## config.mk

```make
export PLATFORM = sky130hd
export DESIGN_NAME = stage_copier
export DESIGN_NICKNAME = d
export VERILOG_FILES = /design/src/common/bk_pkg.sv /design/src/sector_buffer/stage_copier.sv
export SDC_FILE = /design/constraint.sdc
export NUM_CORES = 1
export LEC_CHECK = 0
export BUFFER_PORTS_ARGS = -buffer_cell sky130_fd_sc_hd__buf_4
export CORE_UTILIZATION = 38
export DETAILED_ROUTE_END_ITERATION = 8
export GPL_TIMING_DRIVEN = 0
export PLACE_DENSITY = 0.9
export SLEW_MARGIN = 5
export SYNTH_ARGS = -nofsm -noshare
export SYNTH_HDL_FRONTEND = slang
export SYNTH_SLANG_ARGS = --single-unit
```

## constraint.sdc

```tcl
create_clock -name clk_sys -period 2.3 [get_ports clk_sys]
set_input_delay 0.46 -clock clk_sys [delete_from_list [all_inputs] [get_ports clk_sys]]
set_output_delay 0.46 -clock clk_sys [all_outputs]
set_load 0.05 [all_outputs]
```

## src/common/bk_pkg.sv

```systemverilog
// Backup RAM save engine shared widths and sector counts

package bk_pkg;

	////////////////////////////////////////////////////////////////////////////
	// Disk host side
	////////////////////////////////////////////////////////////////////////////

	// Sector number as sent to the host
	localparam int lba_w = 32;

	// Word address inside one 512-byte sector
	localparam int buf_addr_w = 8;

	////////////////////////////////////////////////////////////////////////////
	// Internal backup RAM
	////////////////////////////////////////////////////////////////////////////

	// 8 KB split into host sectors
	localparam int bram_sectors = 16;

	// Selects one backup RAM sector
	localparam int bram_sect_w = 4;

	// Console byte address
	localparam int bram_byte_w = 13;

	////////////////////////////////////////////////////////////////////////////
	// Cartridge RAM path
	////////////////////////////////////////////////////////////////////////////

	// Byte offset within the staging buffer, one sector deep
	localparam int stage_byte_w = 9;

	// Cartridge sector index, goes in front of the byte offset
	// on the cartridge memory address
	localparam int cart_sect_w = 10;

endpackage

```

## src/sector_buffer/stage_copier.sv

```systemverilog
// Byte-by-byte copy between the staging buffer and cartridge memory

`timescale 1ns/10ps

module stage_copier (
	input  logic                            clk_sys,
	input  logic                            rst_n,

	input  logic                            copy_start,
	input  logic                            copy_load,
	input  logic [bk_pkg::cart_sect_w-1:0]  cart_sector,
	output logic                            copy_done,

	output logic [bk_pkg::stage_byte_w-1:0] stage_addr,
	output logic [7:0]                      stage_wdata,
	output logic                            stage_we,
	input  logic [7:0]                      stage_rdata,

	output logic                            cart_req,
	output logic                            cart_we,
	output logic [bk_pkg::cart_sect_w+bk_pkg::stage_byte_w-1:0] cart_addr,
	output logic [15:0]                     cart_wdata,
	input  logic [15:0]                     cart_rdata,
	input  logic                            cart_busy
);
	import bk_pkg::*;

	localparam logic [1:0] c_idle  = 2'd0;
	localparam logic [1:0] c_issue = 2'd1;
	localparam logic [1:0] c_xfer  = 2'd2;
	localparam logic [1:0] c_done  = 2'd3;

	logic [1:0]              state;
	logic [stage_byte_w-1:0] offset;
	logic                    busy_d;
	logic                    busy_fall;

	assign busy_fall = busy_d & ~cart_busy;

	assign stage_addr = offset;
	assign cart_addr  = {cart_sector, offset};
	assign cart_we    = copy_load;

	// Cartridge side is 16 bits wide, byte goes in both halves
	assign cart_wdata  = {stage_rdata, stage_rdata};
	assign stage_wdata = cart_rdata[7:0];
	assign stage_we    = (state == c_xfer) & busy_fall & ~copy_load;

	always_ff @(posedge clk_sys) begin
		if (!rst_n) begin
			state     <= c_idle;
			offset    <= '0;
			busy_d    <= 1'b0;
			cart_req  <= 1'b0;
			copy_done <= 1'b0;
		end else begin
			busy_d <= cart_busy;

			// Request only needs to live until the memory takes it
			if (cart_busy) begin
				cart_req <= 1'b0;
			end

			case (state)
				c_idle: begin
					if (copy_start) begin
						offset <= '0;
						state  <= c_issue;
					end
				end
				// Staging byte settled one cycle after the offset moved
				c_issue: begin
					cart_req <= 1'b1;
					state    <= c_xfer;
				end
				c_xfer: begin
					if (busy_fall) begin
						if (&offset) begin
							copy_done <= 1'b1;
							state     <= c_done;
						end else begin
							offset <= offset + 1'b1;
							state  <= c_issue;
						end
					end
				end
				default: begin
					if (!copy_start) begin
						copy_done <= 1'b0;
						state     <= c_idle;
					end
				end
			endcase
		end
	end

endmodule

```

==> impl_metrics.json <==
{
  "rows": 19,
  "tns_ns": 0,
  "post-place-cells": 223,
  "ant_nets": 0,
  "dp_slack_ns": 0.383,
  "synth-seq-area-share_pct": 25.3,
  "ioPinCount": 95,
  "final_cell_mix": "buf_4, dfxtp_1, nand3_1, nand3b_1, mux2i_1",
  "global_route.usage.total_pct": 14.0,
  "grt_pass1_vias": 860,
  "netlist_instances": 132,
  "worstSkewPairLatency_ns": 0.29,
  "clk_pin_slew_ns": 0.09,
  "cts_buffers": 3,
  "grt_max_degree": 11,
  "via_per_inst": 4.79,
  "nFillCells": 268,
  "cts_setup_buffers": 0,
  "yosys_warnings": 0,
  "cts-resized-gates": 0,
  "start_util_pct": 40.2,
  "cts.path.max_buffers": 2,
  "wl_um": 2390,
  "syn_avg_cell_area_um2": 8.41,
  "grt_first_pass_wirelength_um": 3580,
  "status": "complete, no violations",
  "synth.distinct_cells": 29,
  "cts_sinks": 14,
  "final_max_slew_viol_count": 0,
  "p_leak_nw": 0.793,
  "grt.busiest_layer": "met2",
  "design.die.area_um2": 3140,
  "cap_viol_max_count": 0,
  "grt_util_met2_pct": 22.8,
  "endpoint_kind": "output pin",
  "regArea_um2": 280,
  "clockRootBuffer": "clkbuf_4",
  "port_buffers": 60,
  "period_needed_ns": 2.07,
  "cp_max_fo": 10,
  "ir_drop_mv": 0.326,
  "wl_per_cell_um": 10.5,
  "multiInputGateArea_um2": 439,
  "hp-class": "in2reg",
  "layout.cells.most_common": "buf_4",
  "insertedDiodeCount": 0,
  "tightest_slew_ns": 0.544,
  "core_um2": 2760,
  "final_util_pct": 59.3,
  "ys_ff_latch": 14,
  "fin_skew_ns": 0.00605,
  "timing.slew.headroom_pct": 63.3,
  "vias": 1087,
  "area_growth_pct": 47.4,
  "fin_crit_sh_pct": 90.0,
  "yosysTopAreaCell": "buf_4",
  "synthesis.nets": 173,
  "htree_levels": 1,
  "die_h_um": 56.0,
  "setup_violations": 0,
  "setup_ws_ns": 0.231,
  "worstSetupPathType": "reg2out",
  "rsz0062_at_grt": "no",
  "hold_viol": 0,
  "cp.required_ns": 1.84,
  "drive_gt1_share_pct": 57.7,
  "fmaxAchievable_mhz": 483,
  "netlist_area_um2": 1110,
  "place_hpwl_um": 1840,
  "grt_use_met3_pct": 2.79,
  "final_cell_count_no_fill": 227,
  "holdPathStages": 2,
  "power_density_nw_per_um2": 463,
  "synth_top_area_share_pct": 29.8,
  "chipWidth_um": 56.0,
  "drc_errors": 0,
  "ctsHoldBuffers": 0,
  "start_kind": "register",
  "gp_congestion": 0.882,
  "cts_tree": "yes",
  "antenna_found_initial": 0,
  "final_nets": 238,
  "firstDrtPassIters": 4,
  "cp.arrival_ns": 1.61,
  "gr-usage-met1_pct": 17.1,
  "gr-total-overflow": 0,
  "drt-initial-drc-count": 21,
  "ff2ff_path_depth": 8,
  "ys_top_cells_by_area": "buf_4, dfxtp_1, mux2i_1"
}
==> critical path: stages (launching register included) <==
cell	delay [ns]
dfxtp_1	0.34
buf_6	0.13
nor4bb_1	0.46
nor2b_1	0.19
buf_4	0.20
==> cell families (layout without fill, tap and decap cells) <==
family,after synthesis,after routing,share of synthesized area (%)
multiplexers,7,7,6.31
buffers and inverters,55,119,35.2
AO/OA/AOI/OAI,16,16,9.70
AND/OR/NAND/NOR,38,38,21.3
flip-flops,14,14,25.3
adder cells (fa/ha/maj),2,2,2.25
==> cell type report <==
class                   instances  area share (%)
well taps                      31            2.37
flip-flops and latches         14            17.1
multi-input cells              63            26.9
clock buffers                   4            2.22
inverters                       4           0.918
plain buffers                  51            23.0
repair buffers                 60            27.5
==> flip-flops by register name, indices dropped and copies added, names as in the netlist <==
| signal | count |
|---|---|
| stage_addr | 9 |
| state | 2 |
| busy_d | 1 |
| cart_req | 1 |
| copy_done | 1 |
==> cells in the mapped netlist <==
cell and instances:
buf_4 44, nand4b_1 2, nor4bb_1 1, buf_6 2
o21ai_0 1, nand4bb_1 1, nand2b_1 3, nor2b_1 2
o22ai_1 3, and2_1 2, nor2_1 1, mux2i_1 7
or3b_1 1, nand4_1 1, inv_1 4, a22oi_1 1
buf_2 3, clkbuf_1 2, dfxtp_1 14, nand3_1 9
ha_1 2, nand2_1 6, a211oi_1 4, nor3b_1 1
o311a_1 1, nand3b_1 8, a21boi_0 1, o311ai_0 1
a21oi_1 4
==> stage by stage <==
step	cell area, um2	hold slack (ns)	power, mW
2_1_floorplan	1110	0.569	0.507
3_5_place_dp	1600	0.510	0.582
4_1_cts	1640	0.417	0.762
3_3_place_gp	1600	0.504	0.579
6_report	1640	0.419	0.758
5_1_grt	1640	0.428	0.790
==> worst paths after layout <==
path	startpoint	endpoint	slack, ns
worst max-delay path	state[1]	stage_we	0.23
worst min-delay path	cart_busy	busy_d	0.42
worst max register to register	stage_addr[1]	stage_addr[0]	0.31
worst min register to register	stage_addr[8]	stage_addr[8]	0.52
==> report_power, final <==
part           switching (mW)  internal (mW)
clock network          0.0847         0.0966
logic                   0.198          0.122
registers             0.00629          0.250
total                   0.289          0.469
==> per-layer routing <==
metal / vias to the layer above / share of wire, %
li1: 543 / -
met1: 480 / 39
met2: 59 / 50
met3: 5 / 8.7
met4: 0 / 1.9
met5: - / 0
Power figures use the tool's default switching activity.
