**config.mk**
```make
export PLATFORM = sky130hd
export DESIGN_NAME = save_sequencer
export DESIGN_NICKNAME = d
export VERILOG_FILES = /design/src/common/bk_pkg.sv /design/src/save_ctrl/save_sequencer.sv
export SDC_FILE = /design/constraint.sdc
export NUM_CORES = 1
export LEC_CHECK = 0
export ABC_AREA = 1
export CAP_MARGIN = 20
export CORE_MARGIN = 4
export CORE_UTILIZATION = 25
export DETAILED_ROUTE_END_ITERATION = 6
export DONT_BUFFER_PORTS = 1
export PLACE_DENSITY = 0.4
export SLEW_MARGIN = 20
export SYNTH_ARGS = -nofsm -noshare
export SYNTH_HDL_FRONTEND = slang
export SYNTH_SLANG_ARGS = --single-unit
```
**constraint.sdc**
```tcl
create_clock -name clk_sys -period 1.9 [get_ports clk_sys]
set_input_delay 0.38 -clock clk_sys [delete_from_list [all_inputs] [get_ports clk_sys]]
set_output_delay 0.38 -clock clk_sys [all_outputs]
set_load 0.005 [all_outputs]
```
**src/common/bk_pkg.sv**
```systemverilog
// Backup RAM save engine shared widths and sector counts

package bk_pkg;

	////////////////////////////////////////////////////////////////////////////
	// Disk host side
	////////////////////////////////////////////////////////////////////////////

	// Sector number as sent to the host
	localparam int lba_w = 32;

	// Word address inside one 512-byte sector
	localparam int buf_addr_w = 8;

	////////////////////////////////////////////////////////////////////////////
	// Internal backup RAM
	////////////////////////////////////////////////////////////////////////////

	// 8 KB split into host sectors
	localparam int bram_sectors = 16;

	// Selects one backup RAM sector
	localparam int bram_sect_w = 4;

	// Console byte address
	localparam int bram_byte_w = 13;

	////////////////////////////////////////////////////////////////////////////
	// Cartridge RAM path
	////////////////////////////////////////////////////////////////////////////

	// Byte offset within the staging buffer, one sector deep
	localparam int stage_byte_w = 9;

	// Cartridge sector index, goes in front of the byte offset
	// on the cartridge memory address
	localparam int cart_sect_w = 10;

endpackage

```
**src/save_ctrl/save_sequencer.sv**
```systemverilog
// Sector sequencer for backup RAM and cartridge RAM load and save

`timescale 1ns/10ps

module save_sequencer #(
	parameter int cart_sectors = 1024
) (
	input  logic                           clk_sys,
	input  logic                           rst_n,

	input  logic                           start,
	input  logic                           start_load,
	input  logic                           cart_en,

	input  logic                           sd_ack,
	output logic [bk_pkg::lba_w-1:0]       sd_lba,
	output logic                           sd_rd,
	output logic                           sd_wr,

	output logic                           busy,
	output logic                           reload,

	output logic                           copy_start,
	output logic                           copy_load,
	output logic [bk_pkg::cart_sect_w-1:0] cart_sector,
	input  logic                           copy_done
);
	import bk_pkg::*;

	localparam logic [2:0] s_idle    = 3'd0;
	localparam logic [2:0] s_bram    = 3'd1;
	localparam logic [2:0] s_ld_host = 3'd2;
	localparam logic [2:0] s_ld_copy = 3'd3;
	localparam logic [2:0] s_sv_copy = 3'd4;
	localparam logic [2:0] s_sv_host = 3'd5;

	localparam logic [lba_w-1:0] last_bram_lba = lba_w'(bram_sectors - 1);
	localparam logic [lba_w-1:0] last_cart_lba = lba_w'(bram_sectors + cart_sectors - 1);

	logic [2:0] state;
	logic       loading;
	logic       ack_d;
	logic       ack_fall;
	logic       last_cart;

	// Sector is finished on the falling edge of the host acknowledge
	assign ack_fall  = ack_d & ~sd_ack;
	assign last_cart = (sd_lba == last_cart_lba);

	assign copy_load   = loading;
	assign cart_sector = cart_sect_w'(sd_lba - lba_w'(bram_sectors));

	always_ff @(posedge clk_sys) begin
		if (!rst_n) begin
			state      <= s_idle;
			sd_lba     <= '0;
			sd_rd      <= 1'b0;
			sd_wr      <= 1'b0;
			busy       <= 1'b0;
			reload     <= 1'b0;
			loading    <= 1'b0;
			ack_d      <= 1'b0;
			copy_start <= 1'b0;
		end else begin
			ack_d <= sd_ack;

			if (!ack_d && sd_ack) begin
				sd_rd <= 1'b0;
				sd_wr <= 1'b0;
			end

			case (state)
				s_idle: begin
					if (start) begin
						busy    <= 1'b1;
						loading <= start_load;
						reload  <= start_load;
						sd_lba  <= '0;
						sd_rd   <= start_load;
						sd_wr   <= ~start_load;
						state   <= s_bram;
					end
				end

				////////////////////////////////////////////////////////////////////////
				// Backup RAM sectors go straight through the host buffer port
				////////////////////////////////////////////////////////////////////////
				s_bram: begin
					if (ack_fall) begin
						sd_lba <= sd_lba + 1'b1;
						if (sd_lba != last_bram_lba) begin
							sd_rd <= loading;
							sd_wr <= ~loading;
						end else if (!cart_en) begin
							busy   <= 1'b0;
							reload <= 1'b0;
							state  <= s_idle;
						end else if (loading) begin
							sd_rd <= 1'b1;
							state <= s_ld_host;
						end else begin
							copy_start <= 1'b1;
							state      <= s_sv_copy;
						end
					end
				end

				////////////////////////////////////////////////////////////////////////
				// Cartridge sectors pass through the staging buffer
				////////////////////////////////////////////////////////////////////////
				s_ld_host: begin
					if (ack_fall) begin
						copy_start <= 1'b1;
						state      <= s_ld_copy;
					end
				end
				s_ld_copy: begin
					if (copy_done) begin
						copy_start <= 1'b0;
						if (last_cart) begin
							busy   <= 1'b0;
							reload <= 1'b0;
							state  <= s_idle;
						end else begin
							sd_lba <= sd_lba + 1'b1;
							sd_rd  <= 1'b1;
							state  <= s_ld_host;
						end
					end
				end
				// Save fills staging from the cartridge before the host write
				s_sv_copy: begin
					if (copy_done) begin
						copy_start <= 1'b0;
						sd_wr      <= 1'b1;
						state      <= s_sv_host;
					end
				end
				default: begin
					if (ack_fall) begin
						if (last_cart) begin
							busy  <= 1'b0;
							state <= s_idle;
						end else begin
							sd_lba     <= sd_lba + 1'b1;
							copy_start <= 1'b1;
							state      <= s_sv_copy;
						end
					end
				end
			endcase
		end
	end

endmodule

```
==> impl_metrics.tcl, run 1 <==
set metrics [dict create \
    ant_nets 0 \
    grt.total_usage_pct 14.6 \
    synth_top_family_by_area "simple AND/OR/NAND/NOR gates" \
    synth_nets 558 \
    place.port_buffers 0 \
    critPathArrivalTime_ns 1.43 \
    synth-seq-cells 42 \
    clkSinkCount 42 \
    clock_skew_ns 0.00405 \
    nets 581 \
    drt_iter0_drc 219 \
    syn_area_um2 3130 \
    start_util_pct 25.8 \
    drive_gt1_share_pct 15.6 \
    drcViolationCount 0 \
    viasPerCell 4.45 \
    synth_warnings 0 \
    io_pins 55 \
    diodes 0 \
    clock-root-buffer "clkbuf_16" \
    post-route-util_pct 30.3 \
    status "complete, no violations" \
    yosysUniqueCellTypes 29 \
    synth_top_area_share_pct 26.8 \
    layout-area-overhead-vs-synth_pct 17.4 \
    die_h_um 120 \
    relSlewSlack_pct 77.2 \
    clk_latency_ns 0.29 \
    max_cap_viol_count 0 \
    cts_tree "done" \
    ys_async_sr_fraction_pct 0 \
    slew_violations 0 \
    die-area_um2 14400 \
    drt-total-wl_mm 10.1 \
    yosysSeqAreaShare_pct 26.8 \
    clkTransAtPathRegs_ns 0.06 \
    worstPathMaxFanout 6 \
    worstPathRequired_ns 1.52 \
    hold_viol 0 \
    synth-edff-count 0 \
    ir_drop_mv 0.553 \
    max_freq_ghz 0.553 \
    hpwl_mm 8.14 \
    gp_congestion 0.852 \
    worst_pin_slew_ns 0.338 \
    p_leak_nw 1.45 \
    routedWlPerCell_um 13.7 \
    grt_max_degree 23 \
    grt_pass1_wl_mm 16.8 \
    synth_area_leaders "dfxtp_1 (27%), nand2_1 (20%), nor2_1 (16%), nand3_1 (7.3%), inv_1 (5.7%)" \
    synth-simple-area-share_pct 51.9 \
    coreArea_um2 12200 \
    finalSetupViolCount 0 \
    p_per_area_nw_per_um2 942 \
    fin_crit_ns 1.81 \
    layout_worst_path_cycle_share_pct 95.1 \
    rows 40 \
    grt_pass1_vias 3223 \
    gr-total-overflow 0 \
    yosys_most_used_dff "dfxtp_1" \
    critPathKind "register to primary output" \
    clock_path_buffers 2 \
    rsz0062_at_grt "yes" \
    drtPass1Iterations 4 \
    post-cts-setup-buffer-count 0 \
    fin_ws_ns 0.0932 \
    muxShareOfSynthArea_pct 0 \
    synth_cells 547 \
    hold_class "input pin to register" \
    postCtsHoldBufs 0 \
    h-tree-depth 2 \
    place_ws_ns 0.0467 \
    num_vias 3290 \
    critPathCaptureType "primary output" \
    fillers 1370 \
    antenna_found_initial 0 \
    total_power_mw 3.47 \
    critPathLaunchType "register" \
    synth_xor_area_share_pct 3.35 \
    yosysTopAreaCell "dfxtp_1" \
    cts-buffers-inserted 5 \
    syn_avg_cell_area_um2 5.73 \
    synth-compound-area-share_pct 5.83 \
    synthAdderAreaFrac_pct 1.60 \
    die_w_um 120 \
]
## cell usage in the layout (no fill, tap or decap)
cell type  instances
clkbuf_1           1
nand3_4            2
inv_2             17
nor2_8             1
nand3b_1           1
nor2_2            13
o21ai_1            7
nand2_2            4
nor2_1           123
nand3_2            5
buf_4             27
nor2_4             5
nor3_1             6
o21bai_1           1
clkbuf_16          5
a211oi_1           1
clkbuf_8           1
dfxtp_2            4
clkinv_2           1
nand2_1          164
o211ai_1           1
xor2_1            12
nand2_4            2
dfxtp_1           38
inv_1             47
inv_6              1
a21oi_1           16
o21ai_0            9
buf_12             1
nand3_1           45
ha_1               4
nand4_1            6
## power by group
part | internal, mW | switching [mW]
Combinational | 0.482 | 1.04
Sequential | 0.958 | 0.0760
Clock | 0.523 | 0.383
Total | 1.96 | 1.50
## cell families after synthesis
family | count (synthesis)
AO/OA/AOI/OAI | 35
XOR/XNOR | 12
adder cells (fa/ha/maj) | 4
flip-flops | 42
buffers and inverters | 77
AND/OR/NAND/NOR | 377
## final timing paths
check | from | end | slack, ns | depth (start not counted)
setup / recovery | sd_lba[4]$_SDFFE_PN0P_ | cart_sector[8] | 0.09 | 5
hold / removal | sd_ack | ack_d$_SDFF_PN0_ | 0.18 | 2
hold reg to reg | sd_lba[7]$_SDFFE_PN0P_ | sd_lba[7]$_SDFFE_PN0P_ | 0.54 | 2
setup reg to reg | sd_lba[12]$_SDFFE_PN0P_ | sd_lba[27]$_SDFFE_PN0P_ | 0.18 | 11
## Yosys cell counts, types with 6 or more instances
cell type  count
nand2_1      164
nor2_1       131
inv_1         48
nand3_1       46
dfxtp_1       42
a21oi_1       16
inv_2         16
xor2_1        12
o21ai_0       10
buf_4          6
nand4_1        6
nor2_2         6
nor3_1         6
o21ai_1        6
## worst max-delay path, stage by stage, from the launching register on
cell and delay [ns]:
dfxtp_2 0.41, inv_1 0.08, buf_4 0.15, ha_1 0.21, nand2_1 0.08, xor2_1 0.20
## metrics by stage
stage	cells	cell area (um2)	setup TNS (ns)	hold WS, ns
finish	739	3680	0	0.181
global route	739	3680	-0.0125	0.190
CTS	739	3630	0	0.168
detailed placement	731	3480	0	0.481
global placement	731	3480	0	0.477
floorplan	547	3130	0	0.473
## state kept, by name (all words and copies together), names as in the netlist
name / count
sd_lba: 32
state: 3
ack_d: 1
busy: 1
copy_load: 1
copy_start: 1
reload: 1
sd_rd: 1
sd_wr: 1
## repair_timing
item / CTS / global route
pin swaps: 0 / 2
hold endpoints to repair: 0 / 0
endpoints found under the setup margin: 1 / 17
gates resized for setup: 1 / 18
## routing by layer
| layer | track usage [%] | vias to the layer above | wire length, um |
|---|---|---|---|
| met3 | 4.48 | 8 | 710 |
| met1 | 18.6 | 1450 | 4680 |
| li1 | - | 1742 | - |
| met2 | 24.1 | 90 | 4610 |
| met5 | 0 | - | 0 |
| met4 | 3.72 | 0 | 121 |
## layout make-up
type / instances / area, um2 / area share, %
repair buffers: 28 / 223 / 6.05
clock buffers: 7 / 143 / 3.87
clock inverters: 1 / 5.00 / 0.136
well taps: 168 / 210 / 5.71
flip-flops and latches: 42 / 846 / 23.0
inverters: 65 / 249 / 6.76
multi-input cells: 428 / 2010 / 54.5
(Power assumes the default switching activity.)
==> run 2: changes to the inputs <==
==> constraint.sdc (replaced) <==
create_clock -name clk_sys -period 2.2 [get_ports clk_sys]
set_input_delay 0.66 -clock clk_sys [delete_from_list [all_inputs] [get_ports clk_sys]]
set_output_delay 0.66 -clock clk_sys [all_outputs]
set_load 0.005 [all_outputs]
==> run 2 against run 1 <==
  * Die area stayed put
  * Critical path depth is 1 lower
  * Combinational power is 21% lower
  * Largest power group unchanged
  * Sequential cell count stayed put
  * Sequential share of layout area is 1.0 points higher
  * Clock power is 16% lower
  * Worst setup slack better by 0.087 ns
  * Critical endpoint unchanged
  * Utilization is 1.4 points lower
==> impl_metrics.tcl, run 2 (synthesized netlist as in run 1, its figures left out) <==
set metrics [dict create \
    dpl_cell_area_um2 3360 \
    critPathLaunchType "register" \
    drtPass1Iterations 4 \
    final.setup.tns_ns 0 \
    drcViolationCount 0 \
    grt_max_degree 23 \
    grt_pass1_wl_mm 16.8 \
    p_per_area_nw_per_um2 819 \
    setup.worst_path.start "sd_lba[5]$_SDFFE_PN0P_" \
    max_cap_viol_count 0 \
    top_register "sd_lba" \
    postCtsHoldBufs 0 \
    final_cell_mix "nand2_1 (164), nor2_1 (131), inv_1 (48), nand3_1 (46), dfxtp_1 (42)" \
    clock_skew_ns 0.00446 \
    hold_viol 0 \
    final_common_cell "nand2_1" \
    drt_iter0_drc 215 \
    crit_slowest_cell "dfxtp_1" \
    post-cts-setup-buffer-count 0 \
    drt-total-wl_mm 10.2 \
    r2r-start "sd_lba[0]$_SDFFE_PN0P_" \
    crit_chain "inv_1, ha_1, nand2_1, xor2_1" \
    slowest_delay_ns 0.45 \
    hold_class "input pin to register" \
    cts_tree "done" \
    gr-total-overflow 0 \
    rrSetupSlack_ns 0.29 \
    clkSinkCount 42 \
    place.port_buffers 0 \
    diodes 0 \
    worst_pin_slew_ns 0.456 \
    start_util_pct 25.8 \
    ir_drop_mv 0.441 \
    final_cells 724 \
    clock_path_buffers 2 \
    grt.total_usage_pct 14.7 \
    clkTransAtPathRegs_ns 0.06 \
    min_path_cells 2 \
    critPathKind "register to primary output" \
    coreArea_um2 12200 \
    worstPathMaxFanout 5 \
    critPathCaptureType "primary output" \
    postCtsResizedCells 0 \
    holdWs_ns 0.464 \
    num_vias 3253 \
    worstReg2RegEnd "sd_lba[30]$_SDFFE_PN0P_" \
    layout_worst_path_cycle_share_pct 91.8 \
    critPathArrivalTime_ns 1.36 \
    die_w_um 120 \
    max_freq_ghz 0.495 \
    die-area_um2 14400 \
    status "complete, no violations" \
    grt_pass1_vias 3195 \
    drive_gt1_share_pct 10.8 \
    ant_nets 0 \
    p_leak_nw 1.36 \
    die_h_um 120 \
    nets 566 \
    antenna_found_initial 0 \
    cp_top_family "flip-flops" \
    final_cell_area_um2 3510 \
    worstPathRequired_ns 1.54 \
    layout-area-overhead-vs-synth_pct 11.9 \
    h-tree-depth 2 \
    viasPerCell 4.49 \
    finalSetupViolCount 0 \
    io_pins 55 \
    critPathBufInv 1 \
    rsz0062_at_grt "no" \
    fillers 1422 \
    largest_reg_flops 32 \
    hpwl_mm 8.24 \
    relSlewSlack_pct 69.5 \
    rows 40 \
    gp_congestion 0.844 \
    placed_cells_incl_taps 716 \
    worst_r2r_path_depth 11 \
    top_regs "sd_lba x32, state x3" \
    clock-root-buffer "clkbuf_16" \
    fin_crit_ns 2.02 \
    clk_latency_ns 0.29 \
    slew_violations 0 \
    cts-buffers-inserted 5 \
    routedWlPerCell_um 14.1 \
    hold_end "ack_d$_SDFF_PN0_" \
    hp-start "sd_ack" \
]
-- run 2: worst max path at each step --
stage               slack [ns]  depth (start not counted)                       to
CTS                       0.16                          4           cart_sector[8]
global placement          0.29                          9    state[2]$_SDFFE_PN0P_
floorplan                 0.43                         11   sd_lba[1]$_SDFFE_PN0P_
detailed placement        0.24                          9    state[2]$_SDFFE_PN0P_
finish                    0.18                          4           cart_sector[8]
global route              0.07                         11  sd_lba[31]$_SDFFE_PN0P_
-- run 2: final cells by class --
| type | count | area, um2 | area share [%] |
|---|---|---|---|
| clock buffers | 7 | 143 | 4.07 |
| well taps | 168 | 210 | 6.00 |
| flip-flops and latches | 42 | 841 | 24.0 |
| multi-input cells | 428 | 1960 | 56.0 |
| clock inverters | 1 | 5.00 | 0.143 |
| inverters | 65 | 246 | 7.03 |
| repair buffers | 13 | 97.6 | 2.78 |
-- run 2: through the flow --
| stage | power, mW | util, % | worst slack (ns) |
|---|---|---|---|
| CTS | 2.93 | 28.8 | 0.163 |
| finish | 2.87 | 28.8 | 0.181 |
| floorplan | 1.86 | - | 0.432 |
| global route | 3.12 | 28.8 | 0.0708 |
| global placement | 2.14 | 27.6 | 0.293 |
| detailed placement | 2.14 | 27.6 | 0.236 |
-- run 2: worst reg2reg max path: stages, from the launching register on --
cell and delay, ns:
dfxtp_1 0.33, ha_1 0.21, inv_1 0.10, nor2_4 0.13, nand3_2 0.10, nor2_4 0.17
nand3_4 0.17, nand2_4 0.13, buf_4 0.22, nor2_1 0.07, nor2_1 0.11, nor2_1 0.04
-- run 2: layer usage --
metal	track usage [%]	wire, um
met1	19.2	4810
met2	24.3	4650
met3	4.19	697
met4	2.58	80
met5	0	0
-- run 2: report_power, final --
group          switching, mW  internal (mW)  total, mW
Clock                  0.313          0.451      0.763
Combinational          0.878          0.337       1.21
Sequential            0.0663          0.826      0.893
