`src/save_ctrl/save_trigger.sv`:
```
// Save engine arming, unsaved change tracking and start request generation

`timescale 1ns/10ps

module save_trigger (
	input  logic clk_sys,
	input  logic rst_n,

	input  logic mount_window,
	input  logic img_mounted,
	input  logic img_readonly,
	input  logic load_req,
	input  logic save_req,
	input  logic autosave,
	input  logic osd_open,
	input  logic bram_we,
	input  logic cart_en,
	input  logic cart_write,
	input  logic busy,

	output logic start,
	output logic start_load,
	output logic armed,
	output logic save_pending
);

	logic window_d;
	logic load_d;
	logic save_d;
	logic osd_d;
	logic change;
	logic load_ev;
	logic save_ev;

	assign change = bram_we | (cart_en & cart_write);

	// End of the mount window always reloads from the image
	assign load_ev = (load_req & ~load_d) | (window_d & ~mount_window);
	assign save_ev = (save_req & ~save_d) |
		(osd_open & ~osd_d & autosave & save_pending);

	always_ff @(posedge clk_sys) begin
		if (!rst_n) begin
			window_d     <= 1'b0;
			load_d       <= 1'b0;
			save_d       <= 1'b0;
			osd_d        <= 1'b0;
			armed        <= 1'b0;
			save_pending <= 1'b0;
			start        <= 1'b0;
			start_load   <= 1'b0;
		end else begin
			window_d <= mount_window;
			load_d   <= load_req;
			save_d   <= save_req;
			osd_d    <= osd_open;

			// New window disarms until a writable image shows up in it
			if (mount_window && !window_d) begin
				armed <= 1'b0;
			end
			if (mount_window && img_mounted && !img_readonly) begin
				armed <= 1'b1;
			end

			if (busy) begin
				save_pending <= 1'b0;
			end else if (change) begin
				save_pending <= 1'b1;
			end

			// Single cycle pulse, held off while the sequencer is working
			start <= 1'b0;
			if (armed && !busy && !start && (load_ev || save_ev)) begin
				start      <= 1'b1;
				start_load <= load_ev;
			end
		end
	end

endmodule

```
`config.mk`:
```
export PLATFORM = sky130hd
export DESIGN_NAME = save_trigger
export DESIGN_NICKNAME = d
export VERILOG_FILES = /design/src/save_ctrl/save_trigger.sv
export SDC_FILE = /design/constraint.sdc
export NUM_CORES = 1
export LEC_CHECK = 0
export BUFFER_PORTS_ARGS = -buffer_cell sky130_fd_sc_hd__buf_2
export CAP_MARGIN = 30
export CORE_AREA = 2 2 39 41
export CTS_BUF_LIST = sky130_fd_sc_hd__clkbuf_4 sky130_fd_sc_hd__clkbuf_8
export DETAILED_ROUTE_END_ITERATION = 12
export DIE_AREA = 0 0 41 43
export SETUP_SLACK_MARGIN = 0.15
export SYNTH_ARGS = -nofsm -noshare
export SYNTH_HDL_FRONTEND = slang
export SYNTH_SLANG_ARGS = --single-unit
export TNS_END_PERCENT = 10
```
`constraint.sdc`:
```
create_clock -name clk_sys -period 2.4 [get_ports clk_sys]
set_input_delay 0.48 -clock clk_sys [delete_from_list [all_inputs] [get_ports clk_sys]]
set_output_delay 0.48 -clock clk_sys [all_outputs]
set_load 0.02 [all_outputs]
```
==> results of run 1 <==
[worst paths after layout]
| kind | start | end | cells past startpoint |
|---|---|---|---|
| worst max-delay path | save_pending | save_pending | 1 |
| worst min-delay path | busy | save_pending | 2 |
| worst max register to register | window_d | start | 2 |
| worst min register to register | armed | armed | 2 |
[power groups by stage]
stage / registers [mW] / logic (mW) / clock network (mW)
after floorplan: 0.148 / 0.0121 / 0
after global placement: 0.145 / 0.0298 / 0
after detailed placement: 0.145 / 0.0302 / 0
after CTS: 0.142 / 0.0302 / 0.104
after global routing: 0.143 / 0.0338 / 0.117
final: 0.142 / 0.0296 / 0.0992
[cell type report]
class / count / area (um2) / share of cell area [%]
sequential: 8 / 160 / 37.5
multi-input combinational: 20 / 140 / 32.8
timing repair buffer: 16 / 80.1 / 18.8
clock buffer: 3 / 22.5 / 5.28
tap: 16 / 20.0 / 4.69
inverter: 1 / 3.75 / 0.880
[state kept, by name (all words and copies together), names as in the netlist]
name	count
armed	1
load_d	1
osd_d	1
save_d	1
save_pending	1
start	1
start_load	1
window_d	1
[cells by family (layout without fill, tap and decap cells)]
| group | after synthesis | count (layout) | share of synthesized area [%] |
|---|---|---|---|
| and+or+nand+nor | 14 | 14 | 30.8 |
| AOI/OAI and AO/OA | 6 | 6 | 14.6 |
| DFF | 8 | 8 | 51.8 |
| buffers and inverters | 2 | 20 | 2.83 |
[Yosys cell counts]
master	n	share of area [%]
o21ai_0	1	1.6
nand3b_1	1	2.4
nand2_1	2	2.4
nand2b_1	1	2.0
and2_1	3	6.1
and2_2	1	2.4
nor3b_1	1	2.4
clkbuf_2	1	1.6
dfxtp_1	8	52
nand4_1	1	2.0
nor2b_1	2	4.0
inv_1	1	1.2
a211oi_1	1	2.4
o311a_1	1	3.2
o211ai_1	2	4.9
a21boi_0	1	2.4
nand4b_1	1	2.8
nor3b_2	1	4.0
[metrics by stage]
| stage | instances | hold slack [ns] | total power [mW] | instance area, um2 | util [%] |
|---|---|---|---|---|---|
| floorplan | 30 | 0.516 | 0.160 | 309 | - |
| global placement | 61 | 0.489 | 0.175 | 404 | 29.2 |
| detailed placement | 61 | 0.497 | 0.175 | 404 | 29.2 |
| CTS | 64 | 0.422 | 0.277 | 427 | 30.8 |
| global route | 64 | 0.419 | 0.293 | 427 | 30.8 |
| finish | 64 | 0.429 | 0.271 | 427 | 30.8 |
[metal layers]
layer	part of all wire, %	track usage (%)	vias up
met4	0	8.00	0
li1	-	-	146
met3	6.7	3.14	0
met2	49	13.4	11
met1	44	11.1	127
met5	0	0	-
==> flow_summary.ini, run 1 <==
[power]
power_density_nw_per_um2 = 635
p_clk_share_pct = 36.6
netSwitchingFraction_pct = 21.8
seq_power_share_pct = 52.5
combPwrFrac_pct = 10.9
vdd_drop_max_mv = 0.263
p_int_mw = 0.212
switching_power_mw = 0.0591
p_leak_nw = 0.198

[clocking]
clkTransAtPathRegs_ns = 0.05
cts-root-buf = clkbuf_4
cts_buffer_depth = 2
clkLatencyLatePin_ns = 0.24
htreeDepth = 1
cts_buffers = 3
post_cts_buffers = 0
cts.sinks = 8
cts_tree = built
cts_hold_buf = 0
post_cts_resized = 0

[place]
gp_congestion = 0.705
dpl_worst_slack_ns = 1.24
io_buffer_count = 16

[drt]
drt_iter0_drc = 1
route.vias.total = 284
first_pass_iters = 4
viasPerCell = 4.44
wire_per_inst_um = 9.39
routed_wl_um = 601
antenna_left = 0
drc_errors = 0

[critical_path]
critPathRequiredTime_ns = 1.92
crit_arrival_ns = 0.77
worstSetupEndpointType = output port
cpMaxStageDelayCell = dfxtp_1
max_stage_delay_ns = 0.35
r2r_setup_slack_ns = 1.50
path_max_fanout = 3
critPathKind = flop to output port
start_kind = flop
crit_path_cell_trace = buf_2
path_buf_inv = 1
critical-path-top-delay-family = flip-flops

[final_layout]
drive_gt1_share_pct = 43.8
final_cell_mix = 16 x buf_2, 8 x dfxtp_1, 3 x and2_1, 3 x clkbuf_4
final_common_cell = buf_2
nets = 63
antennaDiodeCount = 0
nFillCells = 152
area_growth_pct = 38.1

[worst_hold_path]
hp-class = primary input to flop

[die]
initial_utilization_pct = 22.3
fp.coreArea_um2 = 1380
row_count = 14
die_area_um2 = 1760
dieWidth_um = 41
die_h_um = 43
io_pins = 17

[timing]
drv_slew = 0
layout_min_cycle_time_ns = 1.25
post-route-period-util_pct = 51.9
tns_ns = 0
fmax_ghz = 0.803
skew_ns = 0.00428
finalSetupViolations = 0
hold_viol = 0
max_slew.worst_pin.slew_ns = 0.206
relSlewSlack_pct = 86.2
setup_slack_ns = 1.15
rsz0062_at_grt = no

[yosys]
yosysWarnings = 0
synth.yosys.seq_area_share_pct = 51.8
syn_inst = 30
syn-cell-area_um2 = 309
ys_ff_latch = 8
synthDistinctLibCells = 18
syn_nets = 43
avgSynthCellArea_um2 = 10.3

[global_route]
grt.total_usage_pct = 9.58
grt-ovfl-total = 0
antenna_found_initial = 0
grt_pass1_wl_um = 1090
grt_pass1_vias = 259
grt_max_degree = 11

[status]
status = complete, no violations

[run]
cap_violations = 0
No activity file was read; power rests on OpenSTA's default activity.
==> run 2, diff against run 1 <==
clock period = 1.2 ns   (was 2.4 ns; I/O delays follow)
==> run 2 against run 1 <==
Utilization is 0.18 points higher. Wire length rose by 0.17%. Sequential power increased by 100%. Clock skew barely moved. Via count is the same. Die area stayed put. Clock power increased by 100%. Count of clock-buffer cells in the layout unchanged. Worst setup slack lost 0.96 ns. Flip-flop and latch count stayed put.
==> flow_summary.ini, run 2 (synthesis gave the netlist of run 1 again) <==
[drt]
antenna_left = 0
first_pass_iters = 4
route.vias.total = 284
viasPerCell = 4.44
drc_errors = 0
drt_iter0_drc = 1
wire_per_inst_um = 9.41
routed_wl_um = 602

[die]
die_h_um = 43
fp.coreArea_um2 = 1380
die_area_um2 = 1760
initial_utilization_pct = 22.3
dieWidth_um = 41
row_count = 14
io_pins = 17

[power]
vdd_drop_max_mv = 0.526
p_leak_nw = 0.198
power_density_nw_per_um2 = 1270

[timing]
tns_ns = 0
post-route-period-util_pct = 83.5
fmax_ghz = 0.998
skew_ns = 0.00429
max_slew.worst_pin.slew_ns = 0.206
layout_min_cycle_time_ns = 1.00
finalSetupViolations = 0
hold_viol = 0
rsz0062_at_grt = yes
drv_slew = 0
relSlewSlack_pct = 86.2

[clocking]
cts.sinks = 8
cts_buffers = 3
clkLatencyLatePin_ns = 0.24
cts_tree = built
cts_buffer_depth = 2
cts-root-buf = clkbuf_4
htreeDepth = 1
clkTransAtPathRegs_ns = 0.06

[critical_path]
path_max_fanout = 2
cpMaxStageDelayCell = dfxtp_1
crit_arrival_ns = 0.76
worstSetupEndpointType = output port
start_kind = flop
crit_path_cell_trace = buf_2
critPathRequiredTime_ns = 0.96
critical_path_depth = 1
critical-path-top-delay-family = flip-flops
r2r_cells = 2
max_stage_delay_ns = 0.34
path_buf_inv = 1
critPathKind = flop to output port

[global_route]
grt-ovfl-total = 0
antenna_found_initial = 0
grt_pass1_wl_um = 1090
grt_max_degree = 11
grt.total_usage_pct = 9.58
grt_pass1_vias = 259

[worst_hold_path]
whs_path_depth = 2
hp-class = primary input to flop

[place]
io_buffer_count = 16
gp_congestion = 0.705
dpl.cell_count = 61

[final_layout]
nets = 63
drive_gt1_share_pct = 43.8
final_cells = 64
final_common_cell = buf_2
antennaDiodeCount = 0
area_growth_pct = 38.9
final_cell_mix = 15 x buf_2, 8 x dfxtp_1, 3 x and2_1, 3 x clkbuf_4

[run]
cap_violations = 0

[status]
status = complete, no violations
==> run 2: cell types whose count changed in the layout (fill, tap and decap cells not counted) <==
cell | before | now
buf_2 | 16 | 15
buf_4 | 0 | 1
==> run 2: power breakdown <==
group / internal [mW] / switching (mW) / leakage (nW)
logic: 0.0322 / 0.0280 / 0.119
clock network: 0.114 / 0.0845 / 0.0138
registers: 0.279 / 0.00587 / 0.0660
==> run 2: final timing paths <==
kind,from,endpoint,slack (ns)
hold / removal,busy,save_pending,0.19
setup reg to reg,window_d,start,0.30
setup / recovery,start,start,0.20
hold reg to reg,armed,armed,0.50
==> run 2: layout make-up <==
cell class | count | area, um2
Fill cell | 152 | 955
Timing Repair Buffer | 16 | 82.6
Tap cell | 16 | 20.0
Sequential cell | 8 | 160
Clock buffer | 3 | 22.5
Inverter | 1 | 3.75
Multi-Input combinational cell | 20 | 140
==> run 2: repair_timing <==
action	in CTS	in global routing
hold buffers	0	0
gates resized for setup	0	1
setup buffers	0	0
endpoints found under the setup margin	0	3
==> run 2: routing by layer <==
layer	vias to the layer above	GRT usage, %	wire [um]
met1	127	11.1	266
met4	0	8.00	0
met3	0	3.14	40
li1	146	-	-
met2	11	13.4	295
met5	-	0	0
==> run 2: per-stage QoR <==
stage	utilization (%)	worst slack [ns]	cell area, um2	total power [mW]	hold slack (ns)
2_1_floorplan	-	0.263	309	0.320	0.316
3_3_place_gp	29.2	0.281	404	0.349	0.448
3_5_place_dp	29.2	0.277	404	0.351	0.445
4_1_cts	30.8	0.174	427	0.554	0.182
5_1_grt	31.0	0.143	429	0.588	0.179
6_report	31.0	0.198	429	0.543	0.189
==> run 3, diff against run 2 <==
ABC_AREA = 1   (was not set)
clock period = 0.89 ns   (was 1.2 ns; I/O delays follow)
==> run 3 against run 2 <==
The flow now finishes with violations (setup timing). Sequential power rose by 32%. Synthesized cell count increased by 40%. Combinational power rose by 73%. Wire length up 15%. Highest routed layer unchanged.
==> flow_summary.ini, run 3 <==
[status]
status = finished with violations
violations = setup timing

[yosys]
synthDistinctLibCells = 14
yosys.area.top_type = dfxtp_1
syn_inst = 42
syn_nets = 55
synth_area_leaders = dfxtp_1 50%, nand2_1 14%, inv_1 9.4%, nor2_1 4.7%, o21bai_2 3.5%
ys_ff_latch = 8
yosysWarnings = 0
synthTopCellsByCount = 12 x nand2_1, 8 x dfxtp_1, 8 x inv_1
synth_edf_count = 0
synth.yosys.seq_area_share_pct = 50.0
avgSynthCellArea_um2 = 7.63
synthArstFlopShare_pct = 0
syn-cell-area_um2 = 320
synth_top_area_share_pct = 50.0
synth.most_common_cell = nand2_1
synthFlopType = dfxtp_1

[critical_path]
critPathKind = flop to output port
max_stage_delay_ns = 0.35
critical-path-top-delay-family = flip-flops
cpMaxStageDelayCell = dfxtp_4
crit_arrival_ns = 0.74
crit_path_cell_trace = buf_6
worstSetupEndpointType = output port
path_buf_inv = 1
start_kind = flop
path_max_fanout = 2
critPathRequiredTime_ns = 0.71

[timing]
layout_min_cycle_time_ns = 0.919
max_slew.worst_pin.slew_ns = 0.161
finalSetupViolations = 4
holdWs_ns = 0.112
relSlewSlack_pct = 89.2
skew_ns = 0.00506
setup_slack_ns = -0.0293
rsz0062_at_grt = yes
post-route-period-util_pct = 103
drv_slew = 0
hold_viol = 0
fmax_ghz = 1.09

[clocking]
clkLatencyLatePin_ns = 0.26
cts_buffer_depth = 2
cts.sinks = 8
htreeDepth = 1
cts-root-buf = clkbuf_4
clkTransAtPathRegs_ns = 0.06
cts_buffers = 3
cts_tree = built
cts_hold_buf = 0

[global_route]
grt_pass1_wl_um = 1120
grt-ovfl-total = 0
grt_pass1_vias = 299
antenna_found_initial = 0
grt.total_usage_pct = 9.68
grt_max_degree = 6

[drt]
antenna_left = 0
route.vias.total = 321
drt_iter0_drc = 5
routed_wl_um = 695
first_pass_iters = 4
wire_per_inst_um = 8.80
viasPerCell = 4.06
drc_errors = 0

[die]
die_h_um = 43
io_pins = 17
die_area_um2 = 1760
row_count = 14
initial_utilization_pct = 23.1
fp.coreArea_um2 = 1380
dieWidth_um = 41

[final_layout]
final_cell_mix = 12 x buf_2, 10 x nand2_1, 8 x inv_1
final_common_cell = buf_2
multi_input_area_um2 = 149
final_area_um2 = 518
final_cells = 79
drive_gt1_share_pct = 54.0
final_core_util_pct = 37.4
seqCellArea_um2 = 173
area_growth_pct = 61.7
nets = 77
nFillCells = 152
antennaDiodeCount = 0

[place]
dpl_cell_area_um2 = 442
gp_congestion = 0.680
io_buffer_count = 16
dp_hpwl_um = 516
dpl.cell_count = 74

[power]
netSwitchingFraction_pct = 23.8
p_total_mw = 0.819
seq_power_share_pct = 46.1
p_int_mw = 0.624
vdd_drop_max_mv = 0.554
switching_power_mw = 0.195
p_leak_nw = 0.265
power_density_nw_per_um2 = 1580
p_clk_share_pct = 41.2
combPwrFrac_pct = 12.7

[run]
cap_violations = 0

[worst_hold_path]
hp-class = primary input to flop
[run 3: kinds of logic (layout without fill, tap and decap cells)]
group           after synthesis  in the layout  synth area share, %
simple gates                 20             20                 27.7
buf+inv                       9             30                 10.5
flops                         8              8                 50.0
compound gates                5              5                 11.7
[run 3: per-layer routing]
| layer | share of wire [%] | track usage [%] | wire length (um) | vias up |
|---|---|---|---|---|
| li1 | - | - | - | 171 |
| met4 | 0 | 4.00 | 0 | 0 |
| met2 | 47 | 14.4 | 328 | 10 |
| met1 | 44 | 11.1 | 306 | 140 |
| met5 | 0 | 0 | 0 | - |
| met3 | 8.6 | 5.24 | 60 | 0 |
[run 3: layout make-up]
| cell class | instances | share of cell area, % |
|---|---|---|
| clock buffer | 4 | 5.80 |
| timing repair buffer | 17 | 21.7 |
| inverter | 9 | 6.52 |
| sequential | 8 | 33.3 |
| tap | 16 | 3.86 |
| multi-input combinational | 25 | 28.7 |
[run 3: stage by stage]
step,setup TNS (ns),setup slack (ns)
after global placement,0,0.0297
after CTS,-0.0901,-0.0249
after floorplan,-0.00245,-0.00245
final,-0.0748,-0.0293
after detailed placement,-0.00358,-0.00358
after global routing,-0.197,-0.0518
[run 3: power groups by stage]
stage | clock network [mW] | registers, mW | logic, mW
floorplan | 0 | 0.392 | 0.0414
CTS | 0.344 | 0.379 | 0.101
finish | 0.337 | 0.377 | 0.104
global placement | 0 | 0.385 | 0.0901
detailed placement | 0 | 0.385 | 0.0912
global route | 0.365 | 0.380 | 0.115
[run 3: what timing repair did]
item,CTS,global route
cloned,0,0
gates resized for setup,9,4
endpoints found under the setup margin,6,8
setup buffers,1,0
pin swaps,0,3
[run 3: path summary, 6_finish.rpt]
kind              start         end  slack, ns  depth (start not counted)
max reg2reg       start  start_load       0.02                          5
min reg2reg  start_load  start_load       0.48                          2
min            osd_open       osd_d       0.11                          3
max               start       start      -0.03                          1
